$ cat src/rhythm_config.svh
`ifndef RHYTHM_CONFIG_SVH
`define RHYTHM_CONFIG_SVH

// Number of stored charts, chart 0 is Free Play.
`define CHART_COUNT 5

// Notes per chart preview.
`define CHART_LEN 16

// Cursor positions: Score History plus one per chart.
`define MENU_ENTRIES 6

// Screen text geometry.
`define TEXT_ROWS 11
`define ROW_CHARS 32

`endif

$ cat src/rhythm_pkg.sv
`include "rhythm_config.svh"

package rhythm_pkg;

    // One bit per lane.
    typedef logic [3:0] note_t;

    // Character 0 sits in the most significant byte.
    typedef logic [`ROW_CHARS*8-1:0] text_row_t;

    typedef logic [2:0] chart_id_t;

    typedef logic [2:0] cursor_t;

    // Decoded key press after priority resolution.
    typedef enum logic [2:0] {
        KEY_NONE  = 3'd0,
        KEY_UP    = 3'd1,
        KEY_DOWN  = 3'd2,
        KEY_LEFT  = 3'd3,
        KEY_RIGHT = 3'd4
    } key_ev_t;

endpackage

$ cat src/chart_storage.sv
`timescale 1ns/1ps
`include "rhythm_config.svh"

module chart_storage (
    input  logic                  clk,
    input  logic                  rst,
    input  rhythm_pkg::chart_id_t read_chart_id,
    output rhythm_pkg::note_t [`CHART_LEN-1:0] chart_notes
);
    import rhythm_pkg::*;

    note_t [`CHART_LEN-1:0] rom [`CHART_COUNT];

    // Free Play is empty, other charts hold (3c + s) mod 16.
    for (genvar c = 0; c < `CHART_COUNT; c++) begin : g_chart
        for (genvar s = 0; s < `CHART_LEN; s++) begin : g_step
            if (c == 0) begin : g_free
                assign rom[c][s] = '0;
            end else begin : g_song
                assign rom[c][s] = note_t'((3 * c + s) % 16);
            end
        end
    end

    always_ff @(posedge clk or posedge rst) begin
        if (rst) begin
            chart_notes <= rom[0];
        end else begin
            chart_notes <= rom[read_chart_id];
        end
    end

    a_addr_range: assert property (@(posedge clk) disable iff (rst)
        read_chart_id < chart_id_t'(`CHART_COUNT));

endmodule

$ cat src/key_decoder.sv
`timescale 1ns/1ps
`include "rhythm_config.svh"

module key_decoder (
    input  logic clk,
    input  logic rst,
    input  logic key_up,
    input  logic key_down,
    input  logic key_left,
    input  logic key_right,
    output logic up_press,
    output logic down_press,
    output logic left_press,
    output logic right_press
);
    import rhythm_pkg::*;

    logic [3:0] keys;
    logic [3:0] key_prev;
    logic [3:0] rise;
    key_ev_t    evt;

    assign keys = {key_up, key_down, key_left, key_right};
    assign rise = keys & ~key_prev;

    // Up wins over down, down over left, left over right.
    always_comb begin
        evt = KEY_NONE;
        if (rise[3]) begin
            evt = KEY_UP;
        end else if (rise[2]) begin
            evt = KEY_DOWN;
        end else if (rise[1]) begin
            evt = KEY_LEFT;
        end else if (rise[0]) begin
            evt = KEY_RIGHT;
        end
    end

    always_ff @(posedge clk or posedge rst) begin
        if (rst) begin
            key_prev    <= '0;
            up_press    <= 1'b0;
            down_press  <= 1'b0;
            left_press  <= 1'b0;
            right_press <= 1'b0;
        end else begin
            key_prev    <= keys;
            up_press    <= (evt == KEY_UP);
            down_press  <= (evt == KEY_DOWN);
            left_press  <= (evt == KEY_LEFT);
            right_press <= (evt == KEY_RIGHT);
        end
    end

    a_one_press: assert property (@(posedge clk) disable iff (rst)
        $onehot0({up_press, down_press, left_press, right_press}));

endmodule

$ cat src/menu_top.sv
`timescale 1ns/1ps
`include "rhythm_config.svh"

module menu_top (
    input  logic                  clk,
    input  logic                  rst,
    input  logic                  key_up,
    input  logic                  key_down,
    input  logic                  key_left,
    input  logic                  key_right,
    input  logic [3:0]            row_sel,
    output rhythm_pkg::text_row_t row_text,
    output rhythm_pkg::chart_id_t read_chart_id,
    output rhythm_pkg::note_t [`CHART_LEN-1:0] chart_notes,
    output logic                  auto_play,
    output logic                  play_start
);
    logic up_press;
    logic down_press;
    logic left_press;
    logic right_press;

    key_decoder u_keys (
        .clk         (clk),
        .rst         (rst),
        .key_up      (key_up),
        .key_down    (key_down),
        .key_left    (key_left),
        .key_right   (key_right),
        .up_press    (up_press),
        .down_press  (down_press),
        .left_press  (left_press),
        .right_press (right_press)
    );

    page_menu u_menu (
        .clk           (clk),
        .rst           (rst),
        .up_press      (up_press),
        .down_press    (down_press),
        .left_press    (left_press),
        .right_press   (right_press),
        .row_sel       (row_sel),
        .row_text      (row_text),
        .read_chart_id (read_chart_id),
        .auto_play     (auto_play),
        .play_start    (play_start)
    );

    chart_storage u_charts (
        .clk           (clk),
        .rst           (rst),
        .read_chart_id (read_chart_id),
        .chart_notes   (chart_notes)
    );

endmodule

$ cat src/page_menu.sv
`timescale 1ns/1ps
`include "rhythm_config.svh"

module page_menu (
    input  logic                  clk,
    input  logic                  rst,
    input  logic                  up_press,
    input  logic                  down_press,
    input  logic                  left_press,
    input  logic                  right_press,
    input  logic [3:0]            row_sel,
    output rhythm_pkg::text_row_t row_text,
    output rhythm_pkg::chart_id_t read_chart_id,
    output logic                  auto_play,
    output logic                  play_start
);
    import rhythm_pkg::*;

    localparam logic [23:0] MARKER = ">>>";
    localparam logic [23:0] BLANK  = "   ";

    cursor_t   cursor;
    cursor_t   cursor_next;
    text_row_t text [`TEXT_ROWS];

    // Pads a short literal with trailing spaces.
    function automatic text_row_t left_just(input text_row_t s);
        text_row_t r;
        r = s;
        for (int i = 0; i < `ROW_CHARS; i++) begin
            if (r[`ROW_CHARS*8-1 -: 8] == 8'h00) begin
                r = {r[`ROW_CHARS*8-9:0], 8'h20};
            end
        end
        return r;
    endfunction

    function automatic text_row_t base_row(input int row);
        text_row_t r;
        case (row)
            0:       r = left_just("=========  Main Menu  ==========");
            1:       r = left_just("    Score History");
            2:       r = left_just("---------  Chart List  ---------");
            3:       r = left_just("    [0]  Free Play");
            4:       r = left_just("    [1]  Tiny Stars");
            5:       r = left_just("    [2]  Song 1");
            6:       r = left_just("    [3]  Song 2");
            7:       r = left_just("    [4]  Recorded Song");
            9:       r = left_just("[^][v] Move Up / Down");
            10:      r = left_just("[<] Auto Play     [>] Play Chart");
            default: r = left_just(" ");
        endcase
        return r;
    endfunction

    // Cursor 0 points at row 1, cursor k at row k+2.
    function automatic text_row_t compose_row(input int row, input cursor_t cur);
        text_row_t r;
        int        mark;
        r    = base_row(row);
        mark = (cur == '0) ? 1 : int'(cur) + 2;
        if (row == 1 || (row >= 3 && row <= 7)) begin
            r[`ROW_CHARS*8-1 -: 24] = (row == mark) ? MARKER : BLANK;
        end
        return r;
    endfunction

    // Wrap skips Score History going down, reaches the last chart going up.
    always_comb begin
        cursor_next = cursor;
        if (up_press) begin
            if (cursor == '0) begin
                cursor_next = cursor_t'(`MENU_ENTRIES - 1);
            end else begin
                cursor_next = cursor - 3'd1;
            end
        end else if (down_press) begin
            if (cursor == cursor_t'(`MENU_ENTRIES - 1)) begin
                cursor_next = 3'd1;
            end else begin
                cursor_next = cursor + 3'd1;
            end
        end
    end

    always_ff @(posedge clk or posedge rst) begin
        if (rst) begin
            cursor        <= '0;
            read_chart_id <= '0;
            auto_play     <= 1'b0;
            play_start    <= 1'b0;
        end else begin
            cursor <= cursor_next;
            // Follows the cursor one cycle later.
            read_chart_id <= (cursor != '0) ? chart_id_t'(cursor - 3'd1) : '0;
            if (left_press) begin
                auto_play <= 1'b1;
            end
            play_start <= right_press && (cursor != '0);
        end
    end

    always_ff @(posedge clk or posedge rst) begin
        if (rst) begin
            for (int r = 0; r < `TEXT_ROWS; r++) begin
                text[r] <= compose_row(r, '0);
            end
        end else begin
            for (int r = 0; r < `TEXT_ROWS; r++) begin
                text[r] <= compose_row(r, cursor_next);
            end
        end
    end

    always_comb begin
        if (row_sel < 4'(`TEXT_ROWS)) begin
            row_text = text[row_sel];
        end else begin
            row_text = {`ROW_CHARS{8'h20}};
        end
    end

    a_cursor_range: assert property (@(posedge clk) disable iff (rst)
        cursor < cursor_t'(`MENU_ENTRIES));

    // The chart ROM holds only CHART_COUNT entries.
    a_chart_id_range: assert property (@(posedge clk) disable iff (rst)
        read_chart_id < chart_id_t'(`CHART_COUNT));

endmodule

$ cat config.mk
export PLATFORM = sky130hd
export DESIGN_NAME = menu_top
export DESIGN_NICKNAME = d
export VERILOG_FILES = /design/src/rhythm_pkg.sv /design/src/chart_storage.sv /design/src/key_decoder.sv /design/src/menu_top.sv /design/src/page_menu.sv
export VERILOG_INCLUDE_DIRS = /design/src
export SDC_FILE = /design/constraint.sdc
export NUM_CORES = 1
export LEC_CHECK = 0
export ABC_AREA = 1
export BUFFER_PORTS_ARGS = -buffer_cell sky130_fd_sc_hd__clkbuf_2
export CORE_AREA = 2 2 130 132
export DETAILED_ROUTE_END_ITERATION = 7
export DIE_AREA = 0 0 132 134
export HOLD_SLACK_MARGIN = 0.15
export PLACE_DENSITY = 0.59
export SYNTH_ARGS = -nofsm -noshare
export SYNTH_HDL_FRONTEND = slang
export SYNTH_SLANG_ARGS = --single-unit
$ cat constraint.sdc
create_clock -name clk -period 7.1 [get_ports clk]
set_input_delay 1.42 -clock clk [delete_from_list [all_inputs] [get_ports clk]]
set_output_delay 1.42 -clock clk [all_outputs]
set_load 0.02 [all_outputs]
# Word-level counts from Yosys, hierarchy flattened
# Memory sizes are Yosys's and may differ from the RTL's. A register that Yosys moved wholly into a read port is not among the register bits.
# Cells that the tools add are included.
[classes] addsub=3 n_lt_le_gt_ge=2 n_eq_ne=11 n_mux=20 bitwise=4 reduce_logical=4
[op_table] operator="256-bit binary-select mux with 4-bit select" count=1
[op_table] operator="256-bit two-way mux" count=3
[op_table] operator="4-bit by 32-bit equality test with 1-bit output (first input constant)" count=4
[op_table] operator="21-bit two-way mux" count=6
[op_table] operator="2-bit by 32-bit equality test with 1-bit output (first input constant)" count=1
[op_table] operator="3-bit by 32-bit equality test with 1-bit output (first input constant)" count=1
[op_table] operator="32-bit two-way mux" count=1
[op_table] operator="3-bit two-way mux" count=9
[op_table] operator="3-bit by 2-bit equality test with 1-bit output (second input constant)" count=2
[op_table] operator="3-bit equality test (second input constant)" count=2
[op_table] operator="3-bit logical NOT" count=2
[op_table] operator="5-bit greater-or-equal comparator (second input constant)" count=1
[op_table] operator="4-bit NOT with 5-bit output" count=1
[op_table] operator="3-bit by 2-bit adder with 4-bit output (second input constant)" count=1
[op_table] operator="4-bit bitwise AND" count=1
[op_table] operator="4-bit < comparator (second input constant)" count=1
[op_table] operator="3-bit NOT with 4-bit output" count=1
[op_table] operator="4-bit NOT" count=1
[op_table] operator="3-bit by 1-bit adder with 3-bit output (second input constant)" count=1
[op_table] operator="3-bit by 1-bit equality test with 1-bit output (second input constant)" count=1
[op_table] operator="3-bit nonzero test" count=1
[op_table] operator="3-bit by 1-bit subtractor with 3-bit output (second input constant)" count=1
[op_table] operator="1-bit logical AND" count=1
[word_totals] reg_bits=160 romBits=512 input_bits=10 output_inout_bits=325 memories=1
[mem_list] memory="(name not given)" words=8 width=64 rd=1 rd_ports_with_merged_regs=1 write_ports=0 line="chart_storage.sv:29" source="chart_notes <= rom[read_chart_id];"

# Logic depth before layout (Yosys ltp)
# Gate-level depths: netlist (run 1).
[logic_depth] ltp_word=8 mapped_depth=11 ltp_nobuf=11

# Hierarchy
# Synthesis (run 1) repeated with hierarchy kept, for this count alone.
[hier_totals] hier_cells=549 area_unflattened_um2=3927.5
[modules_own_cells] module="page_menu" n_inst=1 cells_per_inst=435 area_each_um2=2796.4 seq_area_each_um2=351.6
[modules_own_cells] module="chart_storage" n_inst=1 cells_per_inst=90 area_each_um2=865.8 seq_area_each_um2=350.3
[modules_own_cells] module="key_decoder" n_inst=1 cells_per_inst=24 area_each_um2=265.3 seq_area_each_um2=200.2

# Worst setup path after synthesis (run 1)
# OpenSTA, ideal clock, no wires.
[synth_path] path_type="in2out" start="input row_sel[0]" end="output row_text[16]" arrival_time_ns=3.210 path_slack_ns=2.470 cell_stages=10 path_cell_list="buf_4 -> inv_2 -> ha_1 -> nand2_1 -> inv_1 -> nor2_2 -> nor2_4 -> inv_2 -> nor2_1 -> buf_4"
[synth_via] elab_chain_len=5 word_cells_on_any_way=6
[synth_rtl] item="from (decl)" line="menu_top.sv:11" source="input logic [3:0] row_sel,"
[synth_rtl] item="4-bit NOT with 5-bit output (implied by the code)" line="page_menu.sv:117" source="row_text = text[row_sel];"
[synth_rtl] item="256-bit binary-select mux with 4-bit select" line="page_menu.sv:117"
[synth_rtl] item="256-bit two-way mux (implied by the code) (2 in series)" line="page_menu.sv:117"
[synth_rtl] item="256-bit two-way mux *" line="page_menu.sv:116" source="if (row_sel < 4'(`TEXT_ROWS)) begin"
[synth_rtl] item="to (decl)" line="menu_top.sv:12" source="output rhythm_pkg::text_row_t row_text,"
# Mark *: on every way between the ends. The rest lies on a longest branch, timed or not. The select of a mux whose other input is x is not followed.

# Worst setup path after layout (run 1)
[layout_path] start="input row_sel[1]" end="output row_text[97]"
# The elaborated chain is that of the path after synthesis.

==> flow_metrics.py, run 1 <==
metrics = {
    "logic_synthesis": {
        "synthesis.instances": 545,
        "synth.area.top_cells": "buf_4 39%, dfrtp_1 22%, nor2_1 6.8%",
        "yosysTopAreaCell": "buf_4",
        "synth_top_area_share_pct": 39.39,
        "syn-mean-instance-area_um2": 7.413,
        "yosysSeqAreaShare_pct": 22.33,
        "synth_flop_cell": "dfrtp_1",
        "ys_async_sr_fraction_pct": 100.0,
        "yosysMostFrequentCell": "buf_4",
        "synth_cell_types": 39,
        "synth.cell_area_um2": 4040,
        "yosys-top-cells-count": "212 x buf_4, 73 x nor2_1, 57 x nand2_1",
        "ys_warn_count": 0,
        "synth-seq-cells": 36,
        "synth-edff-count": 0,
    },
    "routing": {
        "vias_per_cell": 3.875,
        "wl_per_cell_um": 13.96,
        "wl_mm": 12.41,
        "first_iter_violations": 137,
        "vias": 3445,
        "drtAntennaViolNets": 0,
        "remaining_drc_errors": 0,
        "dr.pass1.iters": 4,
    },
    "clocking": {
        "cts_tree": "yes",
        "post-cts-setup-buffer-count": 0,
        "numCtsBuffers": 5,
        "cts_sinks": 36,
        "cts-hold-fix-buffers": 0,
        "cts.repair.resized": 0,
        "cts-root-buf": "clkbuf_16",
        "cts.clk_slew.worst_paths_ns": 0.06,
        "cts_htree_levels": 2,
        "clock_path_buffers": 2,
        "clk_latency_ns": 0.28,
    },
    "setup_path": {
        "cp-start-kind": "input pin",
        "cp.required_ns": 5.68,
        "critical_path_class": "in -> out",
        "arrival_ns": 3.67,
        "cp_max_fo": 16,
        "path_cells": "clkbuf_2 > inv_1 > ha_1 > inv_1 > nor2_1 > nor2_4 > nor2_8 > inv_2 > a21oi_2 > clkbuf_2",
        "r2r_setup_slack_ns": 5.14,
        "end_kind": "output port",
        "critical-path-slowest-cell": "ha_1",
        "critPathMaxStageDelay_ns": 0.41,
    },
    "sta": {
        "max_freq_ghz": 0.1966,
        "fin_crit_sh_pct": 71.65,
        "final-hold-violation-count": 0,
        "finalCriticalPeriod_ns": 5.087,
        "timing_worst_slew_pin_value_ns": 0.7365,
        "finalSetupViolCount": 0,
        "drv_slew": 0,
        "relSlewSlack_pct": 50.72,
        "rsz0062_at_grt": "no",
        "finalSetupTns_ns": 0,
        "fin_worst_skew_ns": 0.003012,
        "post-route-worst-setup-slack_ns": 2.013,
    },
    "placement": {
        "hpwl_mm": 10.68,
        "port_buffers": 288,
        "pre_cts_ws_ns": 2.003,
        "place.gp.congestion": 0.8364,
    },
    "final_layout": {
        "regArea_um2": 902.1,
        "multi_input_area_um2": 1419,
        "syn_to_final_growth_pct": 10.59,
        "drive_gt1_share_pct": 51.27,
        "layout.nets": 692,
        "fill_cells": 1834,
        "antenna_cells": 0,
    },
    "run": {
        "max_cap_violations": 0,
    },
    "power": {
        "p_per_area_nw_per_um2": 319.1,
        "power.switching_uw": 759.3,
        "peakVddDrop_uv": 185.0,
        "p_leak_uw": 0.002811,
        "seq_power_share_pct": 24.3,
        "power_frac_comb_pct": 58.4,
        "intPower_uw": 666.5,
        "switching_share_pct": 53.25,
        "power.share.clock_pct": 17.3,
    },
    "global_routing": {
        "grt_max_degree": 37,
        "grt_pass1_wl_mm": 17.25,
        "grt_pass1_vias": 2810,
        "grtUsageTotal_pct": 12.71,
        "grt_antenna_before_repair": 2,
        "gr-total-overflow": 0,
    },
    "floorplanning": {
        "rows": 47,
        "die_w_um": 132,
        "core-area_um2": 16290,
        "ios": 335,
        "dieHeight_um": 134,
        "start_util_pct": 24.80,
        "die_area_um2": 17690,
    },
    "run_status": {
        "status": "finished, final reports clean",
    },
    "min_path": {
        "min-delay-path-class": "reg -> reg",
    },
}
[critical path, delay by kind of cell]
family,cells,cell delay [ns]
buf+inv,5,1.00
compound gates,1,0.26
fa+ha+maj,1,0.41
simple gates,3,0.56
[worst paths after layout]
| kind | end | cells past startpoint | startpoint |
|---|---|---|---|
| worst max-delay path | row_text[97] | 10 | row_sel[1] |
| min in group asynchronous | u_charts.chart_notes[55] | 3 | rst |
| worst max register to register | u_menu.text[1275] | 9 | u_menu.cursor[0] |
| max in group asynchronous | u_menu.text[2555] | 3 | rst |
| worst min-delay path | u_menu.auto_play | 1 | u_keys.left_press |
| worst min register to register | u_menu.auto_play | 1 | u_keys.left_press |
[through the flow]
stage | total power, uW | hold WS [ns] | util [%] | instance area (um2) | std cells
finish | 1426 | 0.4298 | 27.43 | 4468 | 889
global route | 1511 | 0.4526 | 27.43 | 4468 | 889
CTS | 1447 | 0.4338 | 27.43 | 4468 | 889
detailed placement | 1197 | 0.4215 | 26.40 | 4300 | 881
global placement | 1192 | 0.4151 | 26.40 | 4300 | 881
floorplan | 1130 | 0.4072 | - | 4209 | 590
[cell type report]
class / count / share of cell area (%)
flip-flops and latches: 36 / 20.19
well taps: 220 / 6.161
repair buffers: 289 / 32.43
multi-input cells: 273 / 31.76
clock buffers: 5 / 2.800
inverters: 63 / 5.713
clock inverters: 3 / 0.9521
[layer usage]
layer | GRT usage [%] | wire, um | vias up
met5 | 0 | 21 | -
met4 | 2.597 | 71 | 4
met3 | 3.288 | 1017 | 10
met2 | 22.19 | 6325 | 188
met1 | 15.82 | 4975 | 1602
li1 | - | - | 1641
[registers in the layout, summed over array words and instances (netlist names)]
name and cells:
u_charts.chart_notes 14, u_keys.down_press 1, u_keys.right_press 1, u_menu.read_chart_id 3, u_keys.key_prev 4, u_menu.cursor 3, u_keys.left_press 1, u_menu.play_start 1
u_keys.up_press 1, u_menu.text 6, u_menu.auto_play 1
[layout by cell type, fill, tap and decap left out, drive strengths merged, types with 13 or more instances in the layout]
cell type  count
nand2         63
a21oi         18
ha            14
inv           61
nand3         13
clkbuf       293
nor2          85
dfrtp         35
conb          46
o21ai         15
[power by group through the flow]
stage	clock, uW	combinational, uW	sequential (uW)
after floorplan	0	746	383
after global placement	0	841	351
after detailed placement	0	842	355
after CTS	252	844	351
after global routing	260	890	360
final	246	833	347
[logic make-up (layout without fill, tap and decap cells)]
logic type,after synthesis,in the layout,share of synthesized area [%]
DFF,36,36,22.33
and+or+nand+nor,177,177,21.24
buffers and inverters,281,360,46.73
adders and majority gates,14,14,4.336
AOI/OAI and AO/OA,36,36,5.265
other,1,46,0.09282
No activity file was read; power rests on OpenSTA's default activity.
==> inputs of run 2 (changes only) <==
--- a/config.mk
+++ b/config.mk
@@ -12,7 +12,7 @@
 export DETAILED_ROUTE_END_ITERATION = 7
 export DIE_AREA = 0 0 132 134
 export HOLD_SLACK_MARGIN = 0.15
-export PLACE_DENSITY = 0.59
+export PLACE_DENSITY = 0.61
 export SYNTH_ARGS = -nofsm -noshare
 export SYNTH_HDL_FRONTEND = slang
 export SYNTH_SLANG_ARGS = --single-unit
==> constraint.sdc (replaced) <==
create_clock -name clk -period 4.65 [get_ports clk]
set_input_delay 0.93 -clock clk [delete_from_list [all_inputs] [get_ports clk]]
set_output_delay 0.93 -clock clk [all_outputs]
set_load 0.02 [all_outputs]
==> run 2 against run 1 <==
Against the previous run: critical path depth is the same; non-clock buffer count grew 4; worst hold slack gained 0.00063 ns; global-route usage grew 0.58 points; sequential power grew 52%; critical path type unchanged.
==> flow_metrics.py, run 2 (synthesis results as in run 1) <==
metrics = {
    "run_status": {
        "status": "finished, final reports clean",
    },
    "clocking": {
        "cts_htree_levels": 2,
        "cts.clk_slew.worst_paths_ns": 0.05,
        "clock_path_buffers": 2,
        "cts-root-buf": "clkbuf_16",
        "numCtsBuffers": 5,
        "cts.repair.resized": 0,
        "clk_latency_ns": 0.27,
        "cts_tree": "yes",
        "cts_sinks": 36,
        "post-cts-setup-buffer-count": 0,
        "cts-hold-fix-buffers": 0,
    },
    "power": {
        "p_per_area_nw_per_um2": 477.0,
        "p_leak_uw": 0.002823,
        "peakVddDrop_uv": 297.3,
        "finalPower_uw": 2137,
    },
    "final_layout": {
        "antenna_cells": 0,
        "layout_common_cells": "288 x clkbuf_2, 73 x nor2_1, 57 x nand2_1",
        "fill_cells": 1836,
        "mostFrequentLayoutCell": "clkbuf_2",
        "drive_gt1_share_pct": 51.41,
        "fin_cells": 893,
        "largest_reg_flops": 14,
        "largestRegisters": "u_charts.chart_notes: 14 flops, u_menu.text: 6 flops, u_keys.key_prev: 4 flops",
        "layout.nets": 696,
        "syn_to_final_growth_pct": 10.90,
        "regMostFlops": "u_charts.chart_notes",
    },
    "setup_path": {
        "cp_max_fo": 16,
        "path_cells": "clkbuf_2 > inv_1 > ha_1 > inv_1 > nor2_1 > nor2_4 > nor2_8 > inv_2 > a21oi_2 > clkbuf_2",
        "end_kind": "output port",
        "critical_path_class": "in -> out",
        "cp.required_ns": 3.72,
        "critical-path-slowest-cell": "ha_1",
        "arrival_ns": 3.03,
        "critPathMaxStageDelay_ns": 0.41,
        "cp-start-kind": "input pin",
    },
    "run": {
        "max_cap_violations": 0,
    },
    "placement": {
        "hpwl_mm": 10.99,
        "port_buffers": 288,
        "place_inst": 885,
        "place.gp.congestion": 0.8139,
    },
    "sta": {
        "finalCriticalPeriod_ns": 3.965,
        "relSlewSlack_pct": 62.15,
        "finalSetupTns_ns": 0,
        "drv_slew": 0,
        "max_freq_ghz": 0.2522,
        "rsz0062_at_grt": "no",
        "final-hold-violation-count": 0,
        "fin_worst_skew_ns": 0.003919,
        "finalSetupViolCount": 0,
        "fin_crit_sh_pct": 85.27,
        "timing_worst_slew_pin_value_ns": 0.5657,
    },
    "floorplanning": {
        "die_w_um": 132,
        "ios": 335,
        "die_area_um2": 17690,
        "core-area_um2": 16290,
        "rows": 47,
        "start_util_pct": 24.80,
        "dieHeight_um": 134,
    },
    "routing": {
        "vias_per_cell": 3.843,
        "wl_mm": 12.77,
        "dr.pass1.iters": 4,
        "first_iter_violations": 195,
        "vias": 3432,
        "drtAntennaViolNets": 0,
        "remaining_drc_errors": 0,
        "wl_per_cell_um": 14.30,
    },
    "global_routing": {
        "grtUsageTotal_pct": 13.28,
        "gr-total-overflow": 0,
        "grt_pass1_wl_mm": 17.91,
        "grt_antenna_before_repair": 0,
        "grt_pass1_vias": 2880,
        "grt_max_degree": 37,
    },
    "min_path": {
        "min-delay-path-class": "reg -> reg",
    },
}
==> run 2: changes by cell type in the layout (fill, tap and decap cells not counted) <==
cell,delta
bufinv_16,-1
buf_4,+4
clkbuf_8,+1
clkinv_2,-1
clkbuf_1,+1
==> run 2: layout make-up <==
class                   count  area [um2]  share of cell area (%)
well taps                 220       275.3                   6.144
multi-input cells         273        1419                   31.67
clock buffers               7       142.6                   3.183
clock inverters             1       7.507                  0.1676
flip-flops and latches     36       902.1                   20.13
inverters                  63       255.2                   5.697
repair buffers            293        1479                   33.01
==> run 2: path summary, 6_finish.rpt <==
check                                   startpoint                        to  slack [ns]  depth (start not counted)
worst max-delay path                    row_sel[1]             row_text[244]        0.69                         10
max in group asynchronous                      rst         u_menu.text[2555]        3.57                          3
worst min-delay path            u_keys.key_prev[3]           u_keys.up_press        0.43                          1
worst min register to register  u_keys.key_prev[3]           u_keys.up_press        0.43                          1
worst max register to register    u_menu.cursor[0]         u_menu.text[1275]        2.70                          9
min in group asynchronous                      rst  u_charts.chart_notes[55]        0.74                          3
==> run 2: power breakdown <==
group | switching [uW] | leakage, uW | total [uW] | internal [uW]
Sequential | 113 | 0.000441 | 527 | 414
Combinational | 924 | 0.00231 | 1280 | 354
Clock | 119 | 0.0000701 | 332 | 213
==> run 2: per-stage QoR <==
stage	setup slack (ns)	util [%]	instance area, um2	hold WS (ns)
floorplan	1.000	-	4209	0.4072
global placement	0.7744	26.58	4330	0.4148
detailed placement	0.6658	26.58	4330	0.4243
CTS	0.6619	27.51	4481	0.4318
global route	0.4649	27.51	4481	0.4520
finish	0.6850	27.51	4481	0.4305
==> run 2: worst max-delay path: cells and delay by family <==
kind            cells  cell delay (ns)
buf+inv             5             1.01
fa+ha+maj           1             0.41
simple gates        3             0.47
compound gates      1             0.22
==> run 2: metal layers <==
metal | global-route usage [%] | vias to the layer above | part of all wire, %
met2 | 23.18 | 176 | 51
met4 | 2.717 | 0 | 1.1
met5 | 0 | - | 0
met3 | 3.439 | 10 | 7.8
li1 | - | 1654 | -
met1 | 16.56 | 1592 | 41
